--- src/cpu_defines.svh ---
`ifndef CPU_DEFINES_SVH
`define CPU_DEFINES_SVH

// ---------------------------------------------------------------------------
// datapath and address widths
// ---------------------------------------------------------------------------
`define CPU_WORD_W      16
`define CPU_IADDR_W     8
`define CPU_DADDR_W     8

// instruction fields
`define CPU_OPCODE_W    5
`define CPU_REG_IDX_W   3
`define CPU_NUM_REGS    8

`endif

--- src/cpu_isa_pkg.sv ---
`include "cpu_defines.svh"

package cpu_isa_pkg;

    typedef logic [`CPU_WORD_W-1:0]    word_t;
    typedef logic [`CPU_REG_IDX_W-1:0] reg_idx_t;

    // ------------------------------------------------------------------------
    // opcode map, bits 15..11 of the instruction
    // ------------------------------------------------------------------------
    typedef enum logic [`CPU_OPCODE_W-1:0] {
        NOP  = 5'd0,  HALT = 5'd1,  LOAD = 5'd2,  STORE = 5'd3,
        LDIH = 5'd4,  ADD  = 5'd5,  ADDI = 5'd6,  SUB   = 5'd7,
        SUBI = 5'd8,  SUIH = 5'd9,  CMP  = 5'd10, AND   = 5'd11,
        OR   = 5'd12, XOR  = 5'd13, SLL  = 5'd14, SRL   = 5'd15,
        SET  = 5'd16, JUMP = 5'd17, JMPR = 5'd18, BZ    = 5'd19,
        BNZ  = 5'd20, BN   = 5'd21, BNN  = 5'd22, BC    = 5'd23,
        BNC  = 5'd24, LIOA = 5'd25, LIOB = 5'd26, LIOS  = 5'd27
    } op_e;

    // bubble loaded into every instruction register at reset
    localparam word_t NOP_WORD = {NOP, 11'd0};

    function automatic op_e op_of(word_t ir);
        return op_e'(ir[15:11]);
    endfunction

    function automatic reg_idx_t r1_of(word_t ir);
        return ir[10:8];
    endfunction

    function automatic reg_idx_t r2_of(word_t ir);
        return ir[6:4];
    endfunction

    function automatic reg_idx_t r3_of(word_t ir);
        return ir[2:0];
    endfunction

    // opcodes that write r1 in write-back
    function automatic logic is_reg_write(op_e op);
        return op inside {LOAD, LDIH, ADD, ADDI, SUB, SUBI, SUIH, AND, OR, XOR,
                          SLL, SRL, SET, LIOA, LIOB, LIOS};
    endfunction

endpackage

--- src/cpu_core_pkg.sv ---
`include "cpu_defines.svh"

package cpu_core_pkg;

    typedef enum logic {IDLE, EXEC} run_state_e;

    // operand A comes from a register or is forced to zero
    typedef enum logic [1:0] {A_ZERO, A_R1, A_R2, A_HOLD} a_src_e;

    // operand B is an immediate field or r3
    typedef enum logic [2:0] {B_IMM4, B_IMM8, B_IMM8_HIGH, B_R3, B_HOLD} b_src_e;

    typedef logic [`CPU_IADDR_W-1:0] iaddr_t;
    typedef logic [`CPU_DADDR_W-1:0] daddr_t;

endpackage

--- src/cpu_run_ctrl.sv ---
module cpu_run_ctrl
    import cpu_isa_pkg::*;
    import cpu_core_pkg::*;
(
    input  logic clk,
    input  logic rst_n,
    input  logic enable,
    input  logic start,
    input  op_e  wb_op,
    output logic advance,
    output logic nxt
);

    run_state_e state;
    run_state_e state_nxt;

    always_ff @(posedge clk or negedge rst_n)
    begin
        if (!rst_n)
            state <= IDLE;
        else
            state <= state_nxt;
    end

    // stop on halt in write-back or when enable drops
    always_comb
    begin
        state_nxt = state;
        nxt       = 1'b0;
        case (state)
            IDLE:
                if (enable && start)
                    state_nxt = EXEC;
            EXEC:
                if (!enable || (wb_op == HALT))
                begin
                    nxt       = 1'b1;
                    state_nxt = IDLE;
                end
            default:
                state_nxt = IDLE;
        endcase
    end

    assign advance = (state == EXEC);

endmodule

--- src/cpu_fetch.sv ---
module cpu_fetch
    import cpu_isa_pkg::*;
    import cpu_core_pkg::*;
(
    input  logic   clk,
    input  logic   rst_n,
    input  logic   advance,
    input  logic   branch_taken,
    input  iaddr_t branch_target,
    input  word_t  i_datain,
    output iaddr_t i_addr,
    output word_t  id_ir
);

    iaddr_t pc;

    assign i_addr = pc;

    // taken branch in memory overrides the sequential pc
    always_ff @(posedge clk or negedge rst_n)
    begin
        if (!rst_n)
        begin
            pc    <= '0;
            id_ir <= NOP_WORD;
        end
        else if (advance)
        begin
            id_ir <= i_datain;
            if (branch_taken)
                pc <= branch_target;
            else
                pc <= pc + 1'b1;
        end
    end

endmodule

--- src/cpu_regfile.sv ---
`include "cpu_defines.svh"

module cpu_regfile
    import cpu_isa_pkg::*;
(
    input  logic     clk,
    input  logic     rst_n,
    input  logic     wr_en,
    input  reg_idx_t wr_idx,
    input  word_t    wr_data,
    input  reg_idx_t rd_a_idx,
    input  reg_idx_t rd_b_idx,
    input  reg_idx_t rd_s_idx,
    output word_t    rd_a,
    output word_t    rd_b,
    output word_t    rd_s,
    output word_t    gr1,
    output word_t    gr2,
    output word_t    gr3
);

    word_t regs [`CPU_NUM_REGS];

    always_ff @(posedge clk or negedge rst_n)
    begin
        if (!rst_n)
        begin
            for (int i = 0; i < `CPU_NUM_REGS; i++)
                regs[i] <= '0;
        end
        else if (wr_en)
            regs[wr_idx] <= wr_data;
    end

    // no write-through, a write is seen the cycle after
    assign rd_a = regs[rd_a_idx];
    assign rd_b = regs[rd_b_idx];
    assign rd_s = regs[rd_s_idx];

    // io mirrors
    assign gr1 = regs[1];
    assign gr2 = regs[2];
    assign gr3 = regs[3];

endmodule

--- src/cpu_decode.sv ---
module cpu_decode
    import cpu_isa_pkg::*;
    import cpu_core_pkg::*;
(
    input  logic     clk,
    input  logic     rst_n,
    input  logic     advance,
    input  word_t    id_ir,
    input  word_t    rd_a,
    input  word_t    rd_b,
    input  word_t    rd_s,
    output reg_idx_t rd_a_idx,
    output reg_idx_t rd_b_idx,
    output reg_idx_t rd_s_idx,
    output word_t    ex_ir,
    output word_t    op_a,
    output word_t    op_b,
    output word_t    store_data
);

    op_e    op;
    a_src_e a_src;
    b_src_e b_src;

    assign op = op_of(id_ir);

    // ------------------------------------------------------------------------
    // operand classification
    // ------------------------------------------------------------------------
    always_comb
    begin
        case (op)
            JUMP:
                a_src = A_ZERO;
            LDIH, SUIH, ADDI, SUBI, SET, JMPR, BZ, BNZ, BN, BNN, BC, BNC:
                a_src = A_R1;
            LOAD, STORE, ADD, SUB, CMP, AND, OR, XOR, SLL, SRL:
                a_src = A_R2;
            default:
                a_src = A_HOLD;
        endcase

        case (op)
            LOAD, STORE, SLL, SRL:
                b_src = B_IMM4;
            ADDI, SUBI, SET, JUMP, JMPR, BZ, BNZ, BN, BNN, BC, BNC:
                b_src = B_IMM8;
            LDIH, SUIH:
                b_src = B_IMM8_HIGH;
            ADD, SUB, CMP, AND, OR, XOR:
                b_src = B_R3;
            default:
                b_src = B_HOLD;
        endcase
    end

    // port a serves r1 or r2 and port s the store source
    assign rd_a_idx = (a_src == A_R1) ? r1_of(id_ir) : r2_of(id_ir);
    assign rd_b_idx = r3_of(id_ir);
    assign rd_s_idx = r1_of(id_ir);

    always_ff @(posedge clk or negedge rst_n)
    begin
        if (!rst_n)
            ex_ir <= NOP_WORD;
        else if (advance)
            ex_ir <= id_ir;
    end

    always_ff @(posedge clk or negedge rst_n)
    begin
        if (!rst_n)
        begin
            op_a       <= '0;
            op_b       <= '0;
            store_data <= '0;
        end
        else if (advance)
        begin
            case (a_src)
                A_ZERO: op_a <= '0;
                A_HOLD: op_a <= op_a;
                default: op_a <= rd_a;
            endcase
            case (b_src)
                B_IMM4:      op_b <= word_t'(id_ir[3:0]);
                B_IMM8:      op_b <= word_t'(id_ir[7:0]);
                B_IMM8_HIGH: op_b <= {id_ir[7:0], 8'h00};
                B_R3:        op_b <= rd_b;
                default:     op_b <= op_b;
            endcase
            if (op == STORE)
                store_data <= rd_s;
        end
    end

endmodule

--- src/cpu_execute.sv ---
`include "cpu_defines.svh"

module cpu_execute
    import cpu_isa_pkg::*;
(
    input  logic  clk,
    input  logic  rst_n,
    input  logic  advance,
    input  word_t ex_ir,
    input  word_t op_a,
    input  word_t op_b,
    input  word_t store_data,
    input  word_t io_status,
    input  word_t io_datain_a,
    input  word_t io_datain_b,
    output word_t mem_ir,
    output word_t exec_result,
    output word_t mem_store_data,
    output logic  zf,
    output logic  nf,
    output logic  cf,
    output logic  mem_we
);

    op_e                   op;
    logic [`CPU_WORD_W:0]  alu_full;
    word_t                 ex_val;
    logic                  flag_en;

    assign op = op_of(ex_ir);

    // ------------------------------------------------------------------------
    // ALU with bit 16 as carry out or borrow
    // ------------------------------------------------------------------------
    always_comb
    begin
        case (op)
            AND:                  alu_full = {1'b0, op_a & op_b};
            OR:                   alu_full = {1'b0, op_a | op_b};
            XOR:                  alu_full = {1'b0, op_a ^ op_b};
            SLL:                  alu_full = {cf, op_a << op_b[3:0]};
            SRL:                  alu_full = {cf, op_a >> op_b[3:0]};
            SET:                  alu_full = {1'b0, op_b};
            ADD, ADDI, LDIH:      alu_full = {1'b0, op_a} + {1'b0, op_b};
            SUB, SUBI, SUIH, CMP: alu_full = {1'b0, op_a} - {1'b0, op_b};
            // address and branch target arithmetic
            default:              alu_full = {cf, op_a + op_b};
        endcase
    end

    // io loads bypass the ALU
    always_comb
    begin
        case (op)
            LIOA:    ex_val = io_datain_a;
            LIOB:    ex_val = io_datain_b;
            LIOS:    ex_val = io_status;
            default: ex_val = alu_full[`CPU_WORD_W-1:0];
        endcase
    end

    assign flag_en = op inside {LDIH, SUIH, ADD, ADDI, SUB, SUBI, CMP, AND, OR, XOR,
                                SLL, SRL};

    always_ff @(posedge clk or negedge rst_n)
    begin
        if (!rst_n)
        begin
            mem_ir <= NOP_WORD;
            mem_we <= 1'b0;
            zf     <= 1'b0;
            nf     <= 1'b0;
            cf     <= 1'b0;
        end
        else if (advance)
        begin
            mem_ir <= ex_ir;
            mem_we <= (op == STORE);
            if (flag_en)
            begin
                zf <= (alu_full[`CPU_WORD_W-1:0] == '0);
                nf <= alu_full[`CPU_WORD_W-1];
                cf <= alu_full[`CPU_WORD_W];
            end
        end
    end

    always_ff @(posedge clk or negedge rst_n)
    begin
        if (!rst_n)
        begin
            exec_result    <= '0;
            mem_store_data <= '0;
        end
        else if (advance)
        begin
            exec_result <= ex_val;
            if (op == STORE)
                mem_store_data <= store_data;
        end
    end

endmodule

--- src/cpu_mem_wb.sv ---
module cpu_mem_wb
    import cpu_isa_pkg::*;
(
    input  logic     clk,
    input  logic     rst_n,
    input  logic     advance,
    input  logic     zf,
    input  logic     nf,
    input  logic     cf,
    input  word_t    mem_ir,
    input  word_t    exec_result,
    input  word_t    d_datain,
    output logic     branch_taken,
    output logic     wr_en,
    output reg_idx_t wr_idx,
    output word_t    wr_data,
    output op_e      wb_op
);

    op_e   mem_op;
    word_t wb_ir;
    word_t wb_data;

    assign mem_op = op_of(mem_ir);

    // flags are the ones left by the instruction just ahead
    always_comb
    begin
        case (mem_op)
            JUMP, JMPR: branch_taken = 1'b1;
            BZ:         branch_taken = zf;
            BNZ:        branch_taken = !zf;
            BN:         branch_taken = nf;
            BNN:        branch_taken = !nf;
            BC:         branch_taken = cf;
            BNC:        branch_taken = !cf;
            default:    branch_taken = 1'b0;
        endcase
    end

    always_ff @(posedge clk or negedge rst_n)
    begin
        if (!rst_n)
            wb_ir <= NOP_WORD;
        else if (advance)
            wb_ir <= mem_ir;
    end

    always_ff @(posedge clk or negedge rst_n)
    begin
        if (!rst_n)
            wb_data <= '0;
        else if (advance)
            wb_data <= (mem_op == LOAD) ? d_datain : exec_result;
    end

    // ------------------------------------------------------------------------
    // write-back
    // ------------------------------------------------------------------------
    assign wb_op   = op_of(wb_ir);
    assign wr_en   = advance && is_reg_write(wb_op);
    assign wr_idx  = r1_of(wb_ir);
    assign wr_data = wb_data;

endmodule

--- src/pipe_cpu.sv ---
`include "cpu_defines.svh"

module pipe_cpu
    import cpu_isa_pkg::*;
    import cpu_core_pkg::*;
(
    input  logic   clk,
    input  logic   rst_n,
    input  logic   enable,
    input  logic   start,
    input  word_t  i_datain,
    input  word_t  d_datain,
    input  word_t  io_status,
    input  word_t  io_datain_a,
    input  word_t  io_datain_b,
    output logic   nxt,
    output logic   d_we,
    output iaddr_t i_addr,
    output daddr_t d_addr,
    output word_t  d_dataout,
    output word_t  io_control,
    output word_t  io_dataout_a,
    output word_t  io_dataout_b
);

    logic     advance;
    logic     branch_taken;
    iaddr_t   branch_target;
    op_e      wb_op;
    word_t    id_ir;
    word_t    ex_ir;
    word_t    mem_ir;
    word_t    op_a;
    word_t    op_b;
    word_t    store_data;
    word_t    exec_result;
    logic     zf;
    logic     nf;
    logic     cf;
    reg_idx_t rd_a_idx;
    reg_idx_t rd_b_idx;
    reg_idx_t rd_s_idx;
    word_t    rd_a;
    word_t    rd_b;
    word_t    rd_s;
    logic     wr_en;
    reg_idx_t wr_idx;
    word_t    wr_data;

    // ALU result doubles as jump target and data address
    assign branch_target = exec_result[`CPU_IADDR_W-1:0];
    assign d_addr        = exec_result[`CPU_DADDR_W-1:0];

    cpu_run_ctrl run_ctrl_i (
        .clk, .rst_n, .enable, .start, .wb_op, .advance, .nxt
    );

    cpu_fetch fetch_i (
        .clk, .rst_n, .advance, .branch_taken, .branch_target, .i_datain, .i_addr, .id_ir
    );

    cpu_decode decode_i (
        .clk, .rst_n, .advance, .id_ir, .rd_a, .rd_b, .rd_s,
        .rd_a_idx, .rd_b_idx, .rd_s_idx, .ex_ir, .op_a, .op_b, .store_data
    );

    cpu_regfile regfile_i (
        .clk, .rst_n, .wr_en, .wr_idx, .wr_data, .rd_a_idx, .rd_b_idx, .rd_s_idx,
        .rd_a, .rd_b, .rd_s,
        .gr1 (io_control),
        .gr2 (io_dataout_a),
        .gr3 (io_dataout_b)
    );

    cpu_execute execute_i (
        .clk, .rst_n, .advance, .ex_ir, .op_a, .op_b, .store_data,
        .io_status, .io_datain_a, .io_datain_b,
        .mem_ir, .exec_result,
        .mem_store_data (d_dataout),
        .zf, .nf, .cf,
        .mem_we         (d_we)
    );

    cpu_mem_wb mem_wb_i (
        .clk, .rst_n, .advance, .zf, .nf, .cf, .mem_ir, .exec_result, .d_datain,
        .branch_taken, .wr_en, .wr_idx, .wr_data, .wb_op
    );

endmodule

--- config.mk ---
export PLATFORM = sky130hd
export DESIGN_NAME = pipe_cpu
export DESIGN_NICKNAME = d
export VERILOG_FILES = /design/src/cpu_isa_pkg.sv /design/src/cpu_core_pkg.sv /design/src/cpu_run_ctrl.sv /design/src/cpu_fetch.sv /design/src/cpu_regfile.sv /design/src/cpu_decode.sv /design/src/cpu_execute.sv /design/src/cpu_mem_wb.sv /design/src/pipe_cpu.sv
export VERILOG_INCLUDE_DIRS = /design/src /design/src/src
export SDC_FILE = /design/constraint.sdc
export NUM_CORES = 1
export LEC_CHECK = 0
export BUFFER_PORTS_ARGS = -buffer_cell sky130_fd_sc_hd__buf_2
export CORE_ASPECT_RATIO = 0.7
export CORE_MARGIN = 5
export CORE_UTILIZATION = 30
export CTS_BUF_LIST = sky130_fd_sc_hd__clkbuf_16
export DETAILED_ROUTE_END_ITERATION = 12
export GPL_ROUTABILITY_DRIVEN = 0
export SYNTH_ARGS = -nofsm -noshare
export SYNTH_HDL_FRONTEND = slang
export SYNTH_SLANG_ARGS = --single-unit
--- constraint.sdc ---
create_clock -name clk -period 4.32 [get_ports clk]
set_input_delay 0.864 -clock clk [delete_from_list [all_inputs] [get_ports clk]]
set_output_delay 0.864 -clock clk [all_outputs]
set_load 0.02 [all_outputs]
==> reports/qor.csv <==
metric;value;unit
status;completed;
io_pins;166;
fin_crit;4153;ps
yosysWarnings;0;
synth.avg_cell_area;10.74;sq um
yosysTopAreaCell;dfrtp_1;
max_clock_freq;0.2408;GHz
num_vias;15542;
synth_top_area_share;37.00;%
hold_violations;0;
netlist_top_cells_area;dfrtp_1, mux4_2, mux2_2;
clock_latency;600;ps
hpwl;49.28;mm
port_buffers;165;
drt-pass1-iter-count;6;
hp-class;input pin to asynchronous set/reset pin;
fin_crit_sh;96.14;%
ir_drop;431.4;uV
cts_setup_buffers;0;
synth_flop_cell;dfrtp_1;
report.power.total;18.99;mW
cts_made_buffers;30;
htreeDepth;1;
relSlewSlack;16.75;%
rows;76;
die_area;67620;sq um
start_util;30.35;%
core-area;61710;sq um
ys_seq_area_share;37.00;%
drive_gt1_share;32.29;%
ys_ff_latch;277;
synth_fp_nets;1881;
synth_edf_count;0;
grt_pass1_vias;15169;
stdcell_area;21380;sq um
clk_pin_slew;60;ps
fillCellCount;6118;
synthCells;1744;
p_leak;9.224;nW
timing_worst_setup_path_type;register to register;
grt_pass1_wl;98.31;mm
grt_max_degree;107;
async_reset_ff_share;100.0;%
drv_slew;0;
dieHeight;219.1;um
wl_per_cell;24.29;um
maxCapViolations;0;
rsz0062_at_grt;false;
skew;39.41;ps
ant_nets;0;
cts_root_buf;clkbuf_16;
synth_area;18730;sq um
tns;0;ps
dpl_cell_area;20400;sq um
final_core_util;34.65;%
cp.arrival;4660;ps
dr.first_iter.drc_count;1944;
overflow;0;
drt-total-wl;65.50;mm
grt_usage;18.88;%
nets;1991;
fp.dieW;308.7;um
critPathCaptureType;register;
synthToLayoutAreaGrowth;14.14;%
power_density;888.2;nW/um^2
cts.sink_count;277;
antenna_found_initial;5;
vias_per_cell;5.763;
critical_path_required;4830;ps
clockBufferDepth;3;
finalSetupViolCount;0;
drcViolationCount;0;
critPathLaunchType;register;
cts_tree;yes;
tightest_slew;1249;ps
cp_max_fo;6;
synth_cell_types;76;
[critical path, cell delays in order (launching register included)]
cell and delay, ps:
dfrtp_1 440, inv_1 150, nand4_1 260, nor4_2 450, nand2_1 150, o41ai_1 330, xnor2_1 120, ha_1 360
mux2i_1 220, o22ai_1 120, a2111oi_0 470, o221ai_1 210, a211oi_1 260, buf_4 200, nand3_1 100, o31ai_1 220
[registers in the layout (all words and copies together), names as in the netlist, 8 cells and up]
register and cells:
regfile_i.regs 80, decode_i.op_a 16, decode_i.op_b 16, decode_i.store_data 16
execute_i.exec_result 16, execute_i.mem_store_data 16, fetch_i.id_ir 16, mem_wb_i.wr_data 16
regfile_i.gr1 16, regfile_i.gr2 16, regfile_i.gr3 16, decode_i.ex_ir 8
execute_i.mem_ir 8, fetch_i.i_addr 8, mem_wb_i.wb_ir 8
[synth_stat cells (7+ instances only)]
cell type	n
mux2_2	188
o21ai_0	93
a21oi_1	125
xor2_1	10
nand3_1	29
a22oi_1	12
and3_1	10
a31oi_1	13
mux4_2	106
o22ai_1	11
nand2b_1	7
a21o_1	12
buf_4	58
o221ai_1	20
o211ai_1	11
ha_1	51
buf_2	21
nand2_1	99
nor2b_1	14
inv_1	64
clkbuf_1	68
a221oi_1	9
mux2i_1	102
xnor2_1	29
dfrtp_1	277
or3_1	11
nor3_1	24
a211oi_1	15
buf_1	16
nor2_1	130
[cells by family after synthesis]
kind of cell             synth area share [%]
AO/OA/AOI/OAI                           12.80
XOR/XNOR                                1.823
adder cells (fa/ha/maj)                 3.620
buffers and inverters                   6.011
flip-flops                              37.00
multiplexers                            29.76
AND/OR/NAND/NOR                         8.990
[path summary, 6_finish.rpt]
check,startpoint,endpoint,slack (ps),depth (start not counted)
setup reg to reg,decode_i.op_b[4],execute_i.zf,170,15
setup / recovery,decode_i.op_b[4],execute_i.zf,170,15
hold / removal,rst_n,mem_wb_i.wr_data[4],270,1
hold reg to reg,execute_i.exec_result[11],execute_i.exec_result[11],500,1
min in group clk,i_datain[15],fetch_i.id_ir[15],490,2
max in group asynchronous,rst_n,regfile_i.gr3[6],2940,2
[layer usage]
| metal | track usage, % | wire, um | vias up |
|---|---|---|---|
| met5 | 0 | 19 | - |
| met4 | 3.433 | 1474 | 4 |
| met3 | 5.818 | 7846 | 102 |
| met2 | 26.17 | 26620 | 894 |
| met1 | 28.98 | 29540 | 7841 |
| li1 | - | - | 6701 |
[through the flow]
stage / worst slack (ps) / hold slack [ps] / std cells
final: 166.8 / 274.2 / 2697
after global routing: 35.10 / 380.8 / 2697
after CTS: 218.2 / 360.9 / 2696
after detailed placement: 263.8 / 488.4 / 2641
after global placement: 360.9 / 480.5 / 2641
after floorplan: 160.8 / 450.3 / 1744
[cell usage in the layout, fill, tap and decap left out, types with 5 or more instances in the layout]
cell | synthesis | layout
a211oi_1 | 15 | 15
o21ai_0 | 93 | 92
o22ai_1 | 11 | 11
a22o_1 | 5 | 5
nor2b_1 | 14 | 12
o41ai_1 | 6 | 6
a21oi_1 | 125 | 124
o31ai_1 | 6 | 6
ha_1 | 51 | 51
mux2_2 | 188 | 188
or3_1 | 11 | 11
a22oi_1 | 12 | 12
buf_2 | 21 | 164
nand2b_1 | 7 | 7
dfrtp_1 | 277 | 274
xor2_1 | 10 | 10
o221ai_1 | 20 | 19
o211ai_1 | 11 | 11
mux4_2 | 106 | 106
and3_1 | 10 | 10
a221oi_1 | 9 | 9
nand2_1 | 99 | 99
mux2i_1 | 102 | 99
nand3_1 | 29 | 29
xnor2_1 | 29 | 29
nor3_1 | 24 | 23
a31oi_1 | 13 | 13
and2_1 | 5 | 5
a21o_1 | 12 | 12
nor2_1 | 130 | 130
inv_1 | 64 | 68
buf_4 | 58 | 75
clkbuf_16 | 0 | 30
clkinv_1 | 1 | 10
[layout make-up]
class	instances	area (sq um)	area share, %
antenna	1	2.502	0.01170
clock buffer	30	750.7	3.511
timing repair buffer	243	1459	6.823
inverter	66	247.7	1.159
sequential	277	6938	32.45
clock inverter	25	214.0	1.001
multi-input combinational	1236	10750	50.25
tap	819	1025	4.793
[power breakdown]
| group | total [mW] | switching, mW | internal [mW] | leakage, nW |
|---|---|---|---|---|
| Sequential | 5.41 | 1.67 | 3.74 | 3.47 |
| Clock | 2.58 | 1.13 | 1.45 | 0.486 |
| Combinational | 11.0 | 6.19 | 4.80 | 5.27 |
| Total | 19.0 | 9.00 | 9.99 | 9.22 |
[what timing repair did]
| item | CTS | global route |
|---|---|---|
| setup endpoints to repair | 0 | 2 |
| gates resized for setup | 0 | 4 |
| hold buffers | 0 | 0 |
(Power assumes the default switching activity.)
